[config.mk]
export PLATFORM = sky130hd
export DESIGN_NAME = rv_core
export DESIGN_NICKNAME = d
export VERILOG_FILES = /design/src/design/rv_pkg.sv /design/src/design/program_counter.sv /design/src/design/next_pc_unit.sv /design/src/design/instr_decoder.sv /design/src/design/register_file.sv /design/src/design/alu.sv /design/src/design/load_store_unit.sv /design/src/design/rv_core.sv
export SDC_FILE = /design/constraint.sdc
export NUM_CORES = 2
export LEC_CHECK = 0
export ABC_AREA = 1
export BUFFER_PORTS_ARGS = -buffer_cell sky130_fd_sc_hd__buf_2
export CAP_MARGIN = 10
export CORE_UTILIZATION = 40
export DETAILED_ROUTE_END_ITERATION = 12
export PLACE_DENSITY = 0.56
export SYNTH_ARGS = -nofsm -noshare
export SYNTH_HDL_FRONTEND = slang
export SYNTH_SLANG_ARGS = --single-unit
[constraint.sdc]
create_clock -name clk -period 14.5 [get_ports clk]
set_clock_uncertainty 0.05 [all_clocks]
set_input_delay 2.9 -clock clk [delete_from_list [all_inputs] [get_ports clk]]
set_output_delay 2.9 -clock clk [all_outputs]
set_load 0.03 [all_outputs]
[src/design/rv_pkg.sv]
package rv_pkg;

    localparam int NUM_REGS = 32;

    // Major opcodes, instruction bits 6:0
    typedef enum logic [6:0] {
        OPC_LUI    = 7'b0110111,
        OPC_OP_IMM = 7'b0010011,
        OPC_OP     = 7'b0110011,
        OPC_LOAD   = 7'b0000011,
        OPC_STORE  = 7'b0100011,
        OPC_BRANCH = 7'b1100011,
        OPC_JAL    = 7'b1101111
    } opcode_e;

    // Compare ops return 0 or 1 in bit 0
    typedef enum logic [3:0] {
        ALU_ADD,
        ALU_SUB,
        ALU_AND,
        ALU_OR,
        ALU_XOR,
        ALU_SLL,
        ALU_SRL,
        ALU_SRA,
        ALU_SLT,
        ALU_SLTU,
        ALU_EQ,
        ALU_PASS_B
    } alu_op_e;

    typedef enum logic [1:0] {
        PC_SOURCE_PC_PLUS_FOUR,
        PC_SOURCE_JAL,
        PC_SOURCE_B_OFFSET
    } pc_source_e;

    // Same encoding as funct3 bits 1:0 of loads and stores
    typedef enum logic [1:0] {
        BYTE = 2'b00,
        HALF = 2'b01,
        WORD = 2'b10
    } mem_size_e;

    typedef enum logic [1:0] {
        WB_ALU,
        WB_MEM,
        WB_PC_PLUS_FOUR
    } wb_sel_e;

    typedef struct packed {
        alu_op_e     alu_op;
        logic        alu_src_imm;   // Operand B from immediate
        logic        reg_write;
        wb_sel_e     wb_sel;
        logic        mem_write;
        mem_size_e   mem_size;
        logic        load_unsigned;
        logic        branch;
        logic        jal;
        logic [2:0]  funct3;
        logic [31:0] imm;
    } ctrl_t;

    typedef struct packed {
        logic [31:0] address;
        logic [31:0] wr_data;
        logic [2:0]  length;     // Store funct3
        logic        wr_enable;
    } bus_req_t;

endpackage

[src/design/program_counter.sv]
`timescale 1ns/1ns

module program_counter (
    input  logic        clk,
    input  logic        i_reset,
    input  logic [31:0] i_pc_next,
    output logic [31:0] o_pc
);

    // Fetch address restarts at 0
    always_ff @(posedge clk) begin
        if (i_reset) begin
            o_pc <= '0;
        end else begin
            o_pc <= i_pc_next;
        end
    end

endmodule

[src/design/next_pc_unit.sv]
`timescale 1ns/1ns

module next_pc_unit import rv_pkg::*; (
    input  logic [31:0] i_pc,
    input  ctrl_t       i_ctrl,
    input  logic [31:0] i_alu_result,
    output logic [31:0] o_pc_next,
    output logic [31:0] o_pc_plus_four
);

    pc_source_e  pc_source;
    logic [31:0] pc_plus_imm;
    logic        taken;

    assign o_pc_plus_four = i_pc + 32'd4;
    assign pc_plus_imm    = i_pc + i_ctrl.imm;   // J or B immediate from decoder

    // BEQ/BLT/BLTU branch on a set compare bit, BNE/BGE/BGEU on a clear one
    assign taken = i_alu_result[0] == ~i_ctrl.funct3[0];

    always_comb begin
        if (i_ctrl.jal) begin
            pc_source = PC_SOURCE_JAL;
        end else if (i_ctrl.branch && taken) begin
            pc_source = PC_SOURCE_B_OFFSET;
        end else begin
            pc_source = PC_SOURCE_PC_PLUS_FOUR;
        end
    end

    always_comb begin
        case (pc_source)
            PC_SOURCE_JAL, PC_SOURCE_B_OFFSET: o_pc_next = pc_plus_imm;
            default:                           o_pc_next = o_pc_plus_four;
        endcase
    end

endmodule

[src/design/instr_decoder.sv]
`timescale 1ns/1ns

module instr_decoder import rv_pkg::*; (
    input  logic [31:0] i_instruction,
    output ctrl_t       o_ctrl,
    output logic [4:0]  o_rs1,
    output logic [4:0]  o_rs2,
    output logic [4:0]  o_rd
);

    opcode_e     opcode;
    logic [2:0]  funct3;
    logic [6:0]  funct7;
    logic [31:0] imm_i, imm_s, imm_b, imm_u, imm_j;
    alu_op_e     arith_op;
    alu_op_e     branch_op;

    assign opcode = opcode_e'(i_instruction[6:0]);
    assign funct3 = i_instruction[14:12];
    assign funct7 = i_instruction[31:25];
    assign o_rs1  = i_instruction[19:15];
    assign o_rs2  = i_instruction[24:20];
    assign o_rd   = i_instruction[11:7];

    assign imm_i = {{20{i_instruction[31]}}, i_instruction[31:20]};
    assign imm_s = {{20{i_instruction[31]}}, i_instruction[31:25], i_instruction[11:7]};
    assign imm_b = {{19{i_instruction[31]}}, i_instruction[31], i_instruction[7],
                    i_instruction[30:25], i_instruction[11:8], 1'b0};
    assign imm_u = {i_instruction[31:12], 12'b0};
    assign imm_j = {{11{i_instruction[31]}}, i_instruction[31], i_instruction[19:12],
                    i_instruction[20], i_instruction[30:21], 1'b0};

    // OP and OP-IMM share funct3, SUB only exists for register form
    always_comb begin
        case (funct3)
            3'b000:  arith_op = (opcode == OPC_OP && funct7[5]) ? ALU_SUB : ALU_ADD;
            3'b001:  arith_op = ALU_SLL;
            3'b010:  arith_op = ALU_SLT;
            3'b011:  arith_op = ALU_SLTU;
            3'b100:  arith_op = ALU_XOR;
            3'b101:  arith_op = funct7[5] ? ALU_SRA : ALU_SRL;
            3'b110:  arith_op = ALU_OR;
            default: arith_op = ALU_AND;
        endcase
    end

    // Compare kind from funct3 bits 2:1, polarity handled in next_pc_unit
    always_comb begin
        case (funct3[2:1])
            2'b10:   branch_op = ALU_SLT;
            2'b11:   branch_op = ALU_SLTU;
            default: branch_op = ALU_EQ;
        endcase
    end

    always_comb begin
        o_ctrl               = '0;   // No-op unless opcode is known
        o_ctrl.alu_op        = ALU_ADD;
        o_ctrl.wb_sel        = WB_ALU;
        o_ctrl.mem_size      = mem_size_e'(funct3[1:0]);
        o_ctrl.load_unsigned = funct3[2];
        o_ctrl.funct3        = funct3;
        o_ctrl.imm           = imm_i;
        case (opcode)
            OPC_LUI: begin
                o_ctrl.alu_op      = ALU_PASS_B;
                o_ctrl.alu_src_imm = 1'b1;
                o_ctrl.imm         = imm_u;
                o_ctrl.reg_write   = 1'b1;
            end
            OPC_OP_IMM: begin
                o_ctrl.alu_op      = arith_op;
                o_ctrl.alu_src_imm = 1'b1;
                o_ctrl.reg_write   = 1'b1;
            end
            OPC_OP: begin
                o_ctrl.alu_op    = arith_op;
                o_ctrl.reg_write = 1'b1;
            end
            OPC_LOAD: begin
                o_ctrl.alu_src_imm = 1'b1;   // Address = rs1 + imm
                o_ctrl.reg_write   = 1'b1;
                o_ctrl.wb_sel      = WB_MEM;
            end
            OPC_STORE: begin
                o_ctrl.alu_src_imm = 1'b1;
                o_ctrl.imm         = imm_s;
                o_ctrl.mem_write   = 1'b1;
            end
            OPC_BRANCH: begin
                o_ctrl.alu_op = branch_op;
                o_ctrl.imm    = imm_b;
                o_ctrl.branch = 1'b1;
            end
            OPC_JAL: begin
                o_ctrl.imm       = imm_j;
                o_ctrl.jal       = 1'b1;
                o_ctrl.reg_write = 1'b1;
                o_ctrl.wb_sel    = WB_PC_PLUS_FOUR;   // Link address
            end
            default: ;
        endcase
    end

endmodule

[src/design/register_file.sv]
`timescale 1ns/1ns

module register_file import rv_pkg::*; (
    input  logic        clk,
    input  logic [4:0]  i_rs1,
    input  logic [4:0]  i_rs2,
    input  logic [4:0]  i_rd,
    input  logic        i_write,
    input  logic [31:0] i_wr_data,
    output logic [31:0] o_rs1_data,
    output logic [31:0] o_rs2_data
);

    logic [31:0] regs [NUM_REGS];

    always_ff @(posedge clk) begin
        if (i_write && i_rd != 5'd0) begin
            regs[i_rd] <= i_wr_data;
        end
    end

    // x0 reads as zero, its entry is never written
    assign o_rs1_data = (i_rs1 == 5'd0) ? 32'd0 : regs[i_rs1];
    assign o_rs2_data = (i_rs2 == 5'd0) ? 32'd0 : regs[i_rs2];

endmodule

[src/design/alu.sv]
`timescale 1ns/1ns

module alu import rv_pkg::*; (
    input  alu_op_e     i_op,
    input  logic [31:0] i_a,
    input  logic [31:0] i_b,
    output logic [31:0] o_result
);

    logic [4:0] shamt;

    assign shamt = i_b[4:0];

    always_comb begin
        case (i_op)
            ALU_ADD:    o_result = i_a + i_b;
            ALU_SUB:    o_result = i_a - i_b;
            ALU_AND:    o_result = i_a & i_b;
            ALU_OR:     o_result = i_a | i_b;
            ALU_XOR:    o_result = i_a ^ i_b;
            ALU_SLL:    o_result = i_a << shamt;
            ALU_SRL:    o_result = i_a >> shamt;
            ALU_SRA:    o_result = $signed(i_a) >>> shamt;
            ALU_SLT:    o_result = {31'd0, $signed(i_a) < $signed(i_b)};
            ALU_SLTU:   o_result = {31'd0, i_a < i_b};
            ALU_EQ:     o_result = {31'd0, i_a == i_b};   // Branch compare
            ALU_PASS_B: o_result = i_b;                    // LUI
            default:    o_result = 32'd0;
        endcase
    end

endmodule

[src/design/load_store_unit.sv]
`timescale 1ns/1ns

module load_store_unit import rv_pkg::*; (
    input  logic        i_reset,
    input  ctrl_t       i_ctrl,
    input  logic [31:0] i_address,
    input  logic [31:0] i_store_data,
    input  logic [31:0] i_bus_read_data,
    output bus_req_t    o_bus_req,
    output logic [31:0] o_load_data
);

    logic [7:0]  load_byte;
    logic [15:0] load_half;

    // Store data copied to every lane so memory picks by address
    always_comb begin
        o_bus_req.address   = i_address;
        o_bus_req.length    = {1'b0, i_ctrl.mem_size};
        o_bus_req.wr_enable = i_ctrl.mem_write & ~i_reset;   // Quiet bus in reset
        case (i_ctrl.mem_size)
            BYTE:    o_bus_req.wr_data = {4{i_store_data[7:0]}};
            HALF:    o_bus_req.wr_data = {2{i_store_data[15:0]}};
            default: o_bus_req.wr_data = i_store_data;
        endcase
    end

    // Lane select from address low bits
    assign load_byte = i_bus_read_data[{i_address[1:0], 3'b000} +: 8];
    assign load_half = i_bus_read_data[{i_address[1], 4'b0000} +: 16];

    always_comb begin
        case (i_ctrl.mem_size)
            BYTE: begin
                o_load_data = i_ctrl.load_unsigned ? {24'd0, load_byte}
                                                   : {{24{load_byte[7]}}, load_byte};
            end
            HALF: begin
                o_load_data = i_ctrl.load_unsigned ? {16'd0, load_half}
                                                   : {{16{load_half[15]}}, load_half};
            end
            default: o_load_data = i_bus_read_data;
        endcase
    end

endmodule

[src/design/rv_core.sv]
`timescale 1ns/1ns

module rv_core import rv_pkg::*; (
    input  logic        clk,
    input  logic        i_reset,
    input  logic [31:0] i_bus_read_data,
    input  logic [31:0] i_bus_rom_read_data,
    output logic [2:0]  o_bus_write_length,
    output logic        o_bus_wr_enable,
    output logic [31:0] o_bus_address,
    output logic [31:0] o_bus_wr_data,
    output logic [31:0] o_bus_rom_address
);

    ctrl_t       ctrl;
    bus_req_t    bus_req;
    logic [31:0] pc, pc_next, pc_plus_four;
    logic [31:0] instruction;
    logic [4:0]  rs1, rs2, rd;
    logic [31:0] rs1_data, rs2_data;
    logic [31:0] alu_b, alu_result;
    logic [31:0] load_data, wb_data;

    assign instruction       = i_bus_rom_read_data;
    assign o_bus_rom_address = {2'b00, pc[31:2]};   // ROM is word indexed

    program_counter u_pc (
        .clk       (clk),
        .i_reset   (i_reset),
        .i_pc_next (pc_next),
        .o_pc      (pc)
    );

    next_pc_unit u_next_pc (
        .i_pc           (pc),
        .i_ctrl         (ctrl),
        .i_alu_result   (alu_result),
        .o_pc_next      (pc_next),
        .o_pc_plus_four (pc_plus_four)
    );

    instr_decoder u_decoder (
        .i_instruction (instruction),
        .o_ctrl        (ctrl),
        .o_rs1         (rs1),
        .o_rs2         (rs2),
        .o_rd          (rd)
    );

    register_file u_regs (
        .clk        (clk),
        .i_rs1      (rs1),
        .i_rs2      (rs2),
        .i_rd       (rd),
        .i_write    (ctrl.reg_write),
        .i_wr_data  (wb_data),
        .o_rs1_data (rs1_data),
        .o_rs2_data (rs2_data)
    );

    assign alu_b = ctrl.alu_src_imm ? ctrl.imm : rs2_data;

    alu u_alu (
        .i_op     (ctrl.alu_op),
        .i_a      (rs1_data),
        .i_b      (alu_b),
        .o_result (alu_result)
    );

    load_store_unit u_lsu (
        .i_reset         (i_reset),
        .i_ctrl          (ctrl),
        .i_address       (alu_result),
        .i_store_data    (rs2_data),
        .i_bus_read_data (i_bus_read_data),
        .o_bus_req       (bus_req),
        .o_load_data     (load_data)
    );

    // Write-back source
    always_comb begin
        case (ctrl.wb_sel)
            WB_MEM:          wb_data = load_data;
            WB_PC_PLUS_FOUR: wb_data = pc_plus_four;
            default:         wb_data = alu_result;
        endcase
    end

    assign o_bus_address      = bus_req.address;
    assign o_bus_wr_data      = bus_req.wr_data;
    assign o_bus_write_length = bus_req.length;
    assign o_bus_wr_enable    = bus_req.wr_enable;

endmodule

# == Yosys cells after proc, flatten, opt, wreduce, memory -nomap -nowiden ==
# Memories as Yosys holds them, arrays and structs flattened.
# Cells that the tools add are included.
# W data, S select, Z words.
# word_totals
register_bits,32
latchBits,0
ram_bits,1024
romBits,0
output_inout_bits,100
wordCells,91
memories,1
# mem_list
name,depth,width,read_ports,rd_clocked_by_memory_dff,write_ports,line,text
u_regs.regs,32,32,2,0,1,register_file.sv:14,logic [31:0] regs [NUM_REGS];
# classes
addsub,4
multipliers,0
div,0
magnitude_cmp,2
n_eq_ne,33
shift,5
n_mux,26
bitwise,6
reduce_logical,13
# ops
operator,count
$pmux W32 S12,1
$mux W32,6
$pmux W32 S2,3
$pmux W31 S4,1
$add A32 B32 Y32,2
$lt A32 B32 Y1,2
$add A32 B3 Y32 const B,1
$and A32 B32 Y32,1
$eq A32 B32 Y1,1
$or A32 B32 Y32,1
$shiftx A32 B6 Y16,1
$shiftx A32 B6 Y8,1
$shl A32 B5 Y32,1
$shr A32 B5 Y32,1
$sshr A32 B5 Y32,1
$sub A32 B32 Y32,1
$xor A32 B32 Y32,1
$pmux W4 S7,1
$eq A7 B6 Y1 const B,3
$eq A4 B3 Y1 const B,4
$eq A4 B4 Y1 const B,4
$eq A7 B7 Y1 const B,2
$pmux W4 S3,1
$logic_not A5 Y1,2
23 further kinds,46

# == Logic depth before layout (Yosys ltp) ==
# logic_depth
word_depth,14
mapped_depth,40
depth_no_buf,34

# == Hierarchy ==
# A second synthesis with hierarchy kept.
# hier_totals
cells_unflattened,9680
hier_area_um2,70022.2
# by_module_without_submodules
mod,n_inst,cells_each,area_each_um2
register_file,1,5972,51687.1
alu,1,2129,10226.1
next_pc_unit,1,730,3647.2
rv_core,1,316,1353.8
load_store_unit,1,262,1321.3
program_counter,1,99,914.6
instr_decoder,1,172,872.1

# == Worst setup path after synthesis ==
# OpenSTA, ideal clock, no wires.
# synth_timing
kind,in2out
start,in i_bus_rom_read_data[20]
end,out o_bus_address[29]
arrival_time_ns,7.668
required_time_ns,11.550
path_slack_ns,3.882
path_stages,27
path_buffers,9
cell_sequence,inv_2 > buf_2 > buf_4 > buf_2 > buf_2 > buf_2 > buf_2 > clkbuf_1 > clkbuf_1 > o221ai_1 > nor2_1 > nor2_1 > o21ai_0 > inv_1 > ha_1 > clkbuf_1 > nand2_1 > nor4_1 > nand3_1 > nand3_1 > nand2_1 > o211ai_1 > a31o_2 > a21oi_1 > o21ai_0 > nor2_1 > o2111ai_1
# synth_between
elab_chain_cells,5
elab_cells_between_ends,14
cone_classes,2 x add/sub; 3 x shift; 4 x mux; 3 x bitwise; 1 x reduce/logical; 1 x memory
# synth_rtl
item,line,text
"start, declared",rv_core.sv:7,"input logic [31:0] i_bus_rom_read_data,"
$mem_v2 Z32 W32 or $logic_not A5 Y1 (tied branches),--,
$mux W32,register_file.sv:24,assign o_rs2_data = (i_rs2 == 5'd0) ? 32'd0 : regs[i_rs2];
$mux W32 *,rv_core.sv:61,assign alu_b = ctrl.alu_src_imm ? ctrl.imm : rs2_data;
$sub A32 B32 Y32 (tied with other cells),alu.sv:17,ALU_SUB: o_result = i_a - i_b;
$pmux W32 S12 *,alu.sv:15,case (i_op)
"end, declared",rv_core.sv:10,"output logic [31:0] o_bus_address,"
# Every way passes the cells marked *; elsewhere a longest branch is shown, timed or not.

# == Worst setup path in the final report ==
# layout_timing
start,in i_bus_rom_read_data[20]
end,out o_bus_address[21]
# The elaborated chain is that of the path after synthesis.

==> results.md <==
* Vias at between 60k and 70k
* Final setup vio count at 0
* Fmax at roughly 75 MHz
* Vias in the first global route at about 58k
* Crit path capture: o_bus_address[21]
* Setup crit end kind: primary output
* Grt ovf at 0
* Max stage delay cell, worst path: a211oi_1
* Reg2reg path depth at 27
* Worst setup startpoint: i_bus_rom_read_data[20]
* Synthesized area at between 60,000 and 70,000 um^2
* Die Wd at ~400 um
* Post-DP HPWL at 197 mm
* Setup_tns at 0 ns
* Placer Congestion at 1.06
* Ys Warns at 0
* CP required at about 12 ns
* Synth unique cells at 73
* Post-CTS sizing at 0
* Max Slew Vio Count at 0
* Ys flop type: edfxtp_1
* Cell Chain, Critical Path: buf_8, inv_8, buf_4, o21ai_0, o22ai_1, nand2_1, nand4_1, nand3_1, o21ai_0, ha_1, nor2_1, inv_1, nor2_1, nand2_1, o211ai_1, a21oi_1, o21ai_0, a21oi_1, o21bai_1, or2_2, a211oi_1, nand4_1, buf_2
* IO Port Bufs at roughly 160
* Vias per inst at around 6.3
* H-tree depth at 3
* Post-synthesis compound-gate area fraction at 0.136
* Met1 GRT Util at 0.487
* Die ar. at ~160,000 um^2
* Crit path kind: primary input to primary output
* CTS Root Cell: clkbuf_16
* PD cells at about 130 nW/um^2
* Worst slew margin at 0.163
* Syn_area_per_cell at 8.11 um^2
* Most used cell, CP: o21ai_0
* EDFF count, synth at about 1.0k
* Worst-Skew Late Latency at 0.78 ns
* Mux cell area share after synthesis at 0.000769
* Worst setup margin at roughly 1.2 ns
* Final-report hold violation count at 0
* P_leak at approximately 28 nW
* DR WL/cell at ~30 um
* GR Util All Layers at 0.367
* Post-layout util at 0.445
* Min cycle time layout at 13.33 ns
* Initial antenna violation count at 11
* Met2 Usage GRT at 0.562
* Area delta synth->final at 10.0%
* Reg clk slew, reported paths at approximately 0.060 ns
* Worst Path Max Fanout at ~130
* TritonCTS Sinks at 1,056
* Peak VDD IR at approximately 100 uV
* Pin count of the biggest net entering global routing at 170
* DIE HEIGHT at roughly 410 um
* Non-filler cells, final at ~10k
* Pre-CTS setup slack at around 1.4 ns
* Hold bufs inserted after CTS at 0
* Placed Instances at a little under 10k
* Largest family of logic cells by synthesized area: simple AND/OR/NAND/NOR gates
* DRT iter0 DRCs at roughly 9.6k
* Met3 GRT Util at 0.0622
* DRT Wirelength at between 300 and 400 mm
* Clk buf depth at 3
* GRT busiest layer: met2
* Pin slew with the least headroom to its limit at about 1.2 ns
* Reg2Reg Setup Slack at around 7.3 ns
* Core area at 161,000 um^2
* Register area share after synthesis at 0.482
* Num CTS Buffers at between 100 and 150
* Yosys reg bits at ~1.1k
* Rows at 147
* DRT antenna net count at 0
* CP max stage delay at between 0.8 and 0.9 ns
* Period utilization at 0.919
* DRC viols at 0
* Postcts setup bufs at 0
* Post-synth ARST share at 0
* Share of post-route cells with drive strength above 1 at 0.0855
* RSZ-0062 raised after global routing: no
* Pre-antenna DRT Iters at 8
* Xor-xnor portion of the synthesized cell area at 0.00821
* Simple-Gate Fraction of Synth Area at 0.279
* Reg-to-Reg End: u_regs.regs[16][21]$_DFFE_PP_
* Initial Utilization at 0.404
* IO Count at roughly 170
* Worst Path Arrival at 10.38 ns
* Syn Inst Count at ~8.0k
* Status: completed
* Adder-cell share of the synthesized area at 0.0263
* Max_cap viols at 0
* Worst hold path type: flip-flop to flip-flop
* First-pass GRT wire length at 431 mm
* Nets at around 8k
* Setup crit start kind: primary input
* CTS tree: built
* Reg2reg start: u_regs.regs[9][9]$_DFFE_PP_
report_power, final:
group / switching (mW) / total [mW] / leakage, nW / internal (mW)
logic: 2.06 / 2.62 / 16.2 / 0.556
clock network: 1.30 / 3.09 / 1.90 / 1.79
registers: 0.0181 / 3.78 / 9.50 / 3.76
total: 3.38 / 9.49 / 27.6 / 6.11
cells in the final DEF (no fill, tap or decap), drive strengths merged, types with 64 or more instances in the layout:
| cell | instances |
|---|---|
| o211ai | 64 |
| o21ai | 702 |
| o22ai | 133 |
| clkbuf | 133 |
| inv | 374 |
| ha | 132 |
| o221ai | 112 |
| nor2 | 820 |
| edfxtp | 1024 |
| nand2 | 2156 |
| nand3 | 1149 |
| nor3 | 77 |
| a21oi | 335 |
| buf | 326 |
worst max-delay path, delay by kind of cell:
family	cells	cell delay [ns]
compound gates	9	3.16
fa+ha+maj	1	0.46
simple gates	8	1.71
buf+inv	5	1.90
kinds of logic after synthesis:
kind of cell / count (synthesis)
simple gates: 4284
mux: 5
xor+xnor: 61
fa+ha+maj: 135
buf+inv: 977
other cells: 1
flops: 1056
compound gates: 1503
final cells by class:
| class | instances | area, um^2 |
|---|---|---|
| inverters | 379 | 1480 |
| diodes | 10 | 25.0 |
| flip-flops and latches | 1056 | 31400 |
| clock buffers | 131 | 2940 |
| repair buffers | 329 | 2310 |
| well taps | 2160 | 2700 |
| multi-input cells | 6023 | 29800 |
| clock inverters | 82 | 973 |
| fillers | 15800 | 89300 |
Yosys cell counts (15+ instances only):
library cell,number,area [um^2]
nor2_1,811,3040
nand3_2,21,210
o21ai_0,668,3340
a211oi_1,17,128
buf_2,206,1030
nand3_1,1125,5630
o211ai_1,64,480
buf_1,55,206
a31oi_1,15,93.8
xor2_1,45,394
nand2_2,18,113
edfxtp_1,1024,30700
o21ai_1,33,165
inv_1,340,1280
nand4_1,43,269
xnor2_1,16,140
a2111oi_0,25,219
clkbuf_1,227,852
inv_2,31,116
nor3_1,72,360
a21oi_1,324,1620
ha_1,132,1650
buf_4,96,721
o31ai_1,16,120
o2111ai_1,26,228
o221ai_1,112,981
dfxtp_1,32,641
nand2_1,2134,8010
o22ai_1,131,820
metrics by stage:
step	total power [mW]	hold slack, ns	instance area (um^2)
floorplan	5.26	0.435	65200
global placement	6.37	0.487	67600
detailed placement	6.37	0.493	67700
CTS	9.42	0.501	71600
global route	9.74	0.555	71600
finish	9.49	0.509	71600
registers in the layout (all words and copies together), names as in the netlist:
register	count
u_pc.o_pc	32
u_regs.regs	1024
worst min path at each step:
stage / start / end / slack [ns] / cells past startpoint
after floorplan: u_pc.o_pc[0]$_SDFFE_PP0N_ / u_pc.o_pc[0]$_SDFFE_PP0N_ / 0.43 / 2
after global placement: u_pc.o_pc[0]$_SDFFE_PP0N_ / u_pc.o_pc[0]$_SDFFE_PP0N_ / 0.49 / 2
after detailed placement: u_pc.o_pc[0]$_SDFFE_PP0N_ / u_pc.o_pc[0]$_SDFFE_PP0N_ / 0.49 / 2
after CTS: u_pc.o_pc[0]$_SDFFE_PP0N_ / u_pc.o_pc[0]$_SDFFE_PP0N_ / 0.50 / 2
after global routing: u_pc.o_pc[0]$_SDFFE_PP0N_ / u_pc.o_pc[0]$_SDFFE_PP0N_ / 0.56 / 2
final: u_pc.o_pc[0]$_SDFFE_PP0N_ / u_pc.o_pc[0]$_SDFFE_PP0N_ / 0.51 / 2
routing by layer:
layer	vias to the layer above	wire length (um)
met2	4231	136000
met5	-	60
li1	27700	-
met3	800	31900
met4	8	20300
met1	30900	121000
No activity file was read; power rests on OpenSTA's default activity.
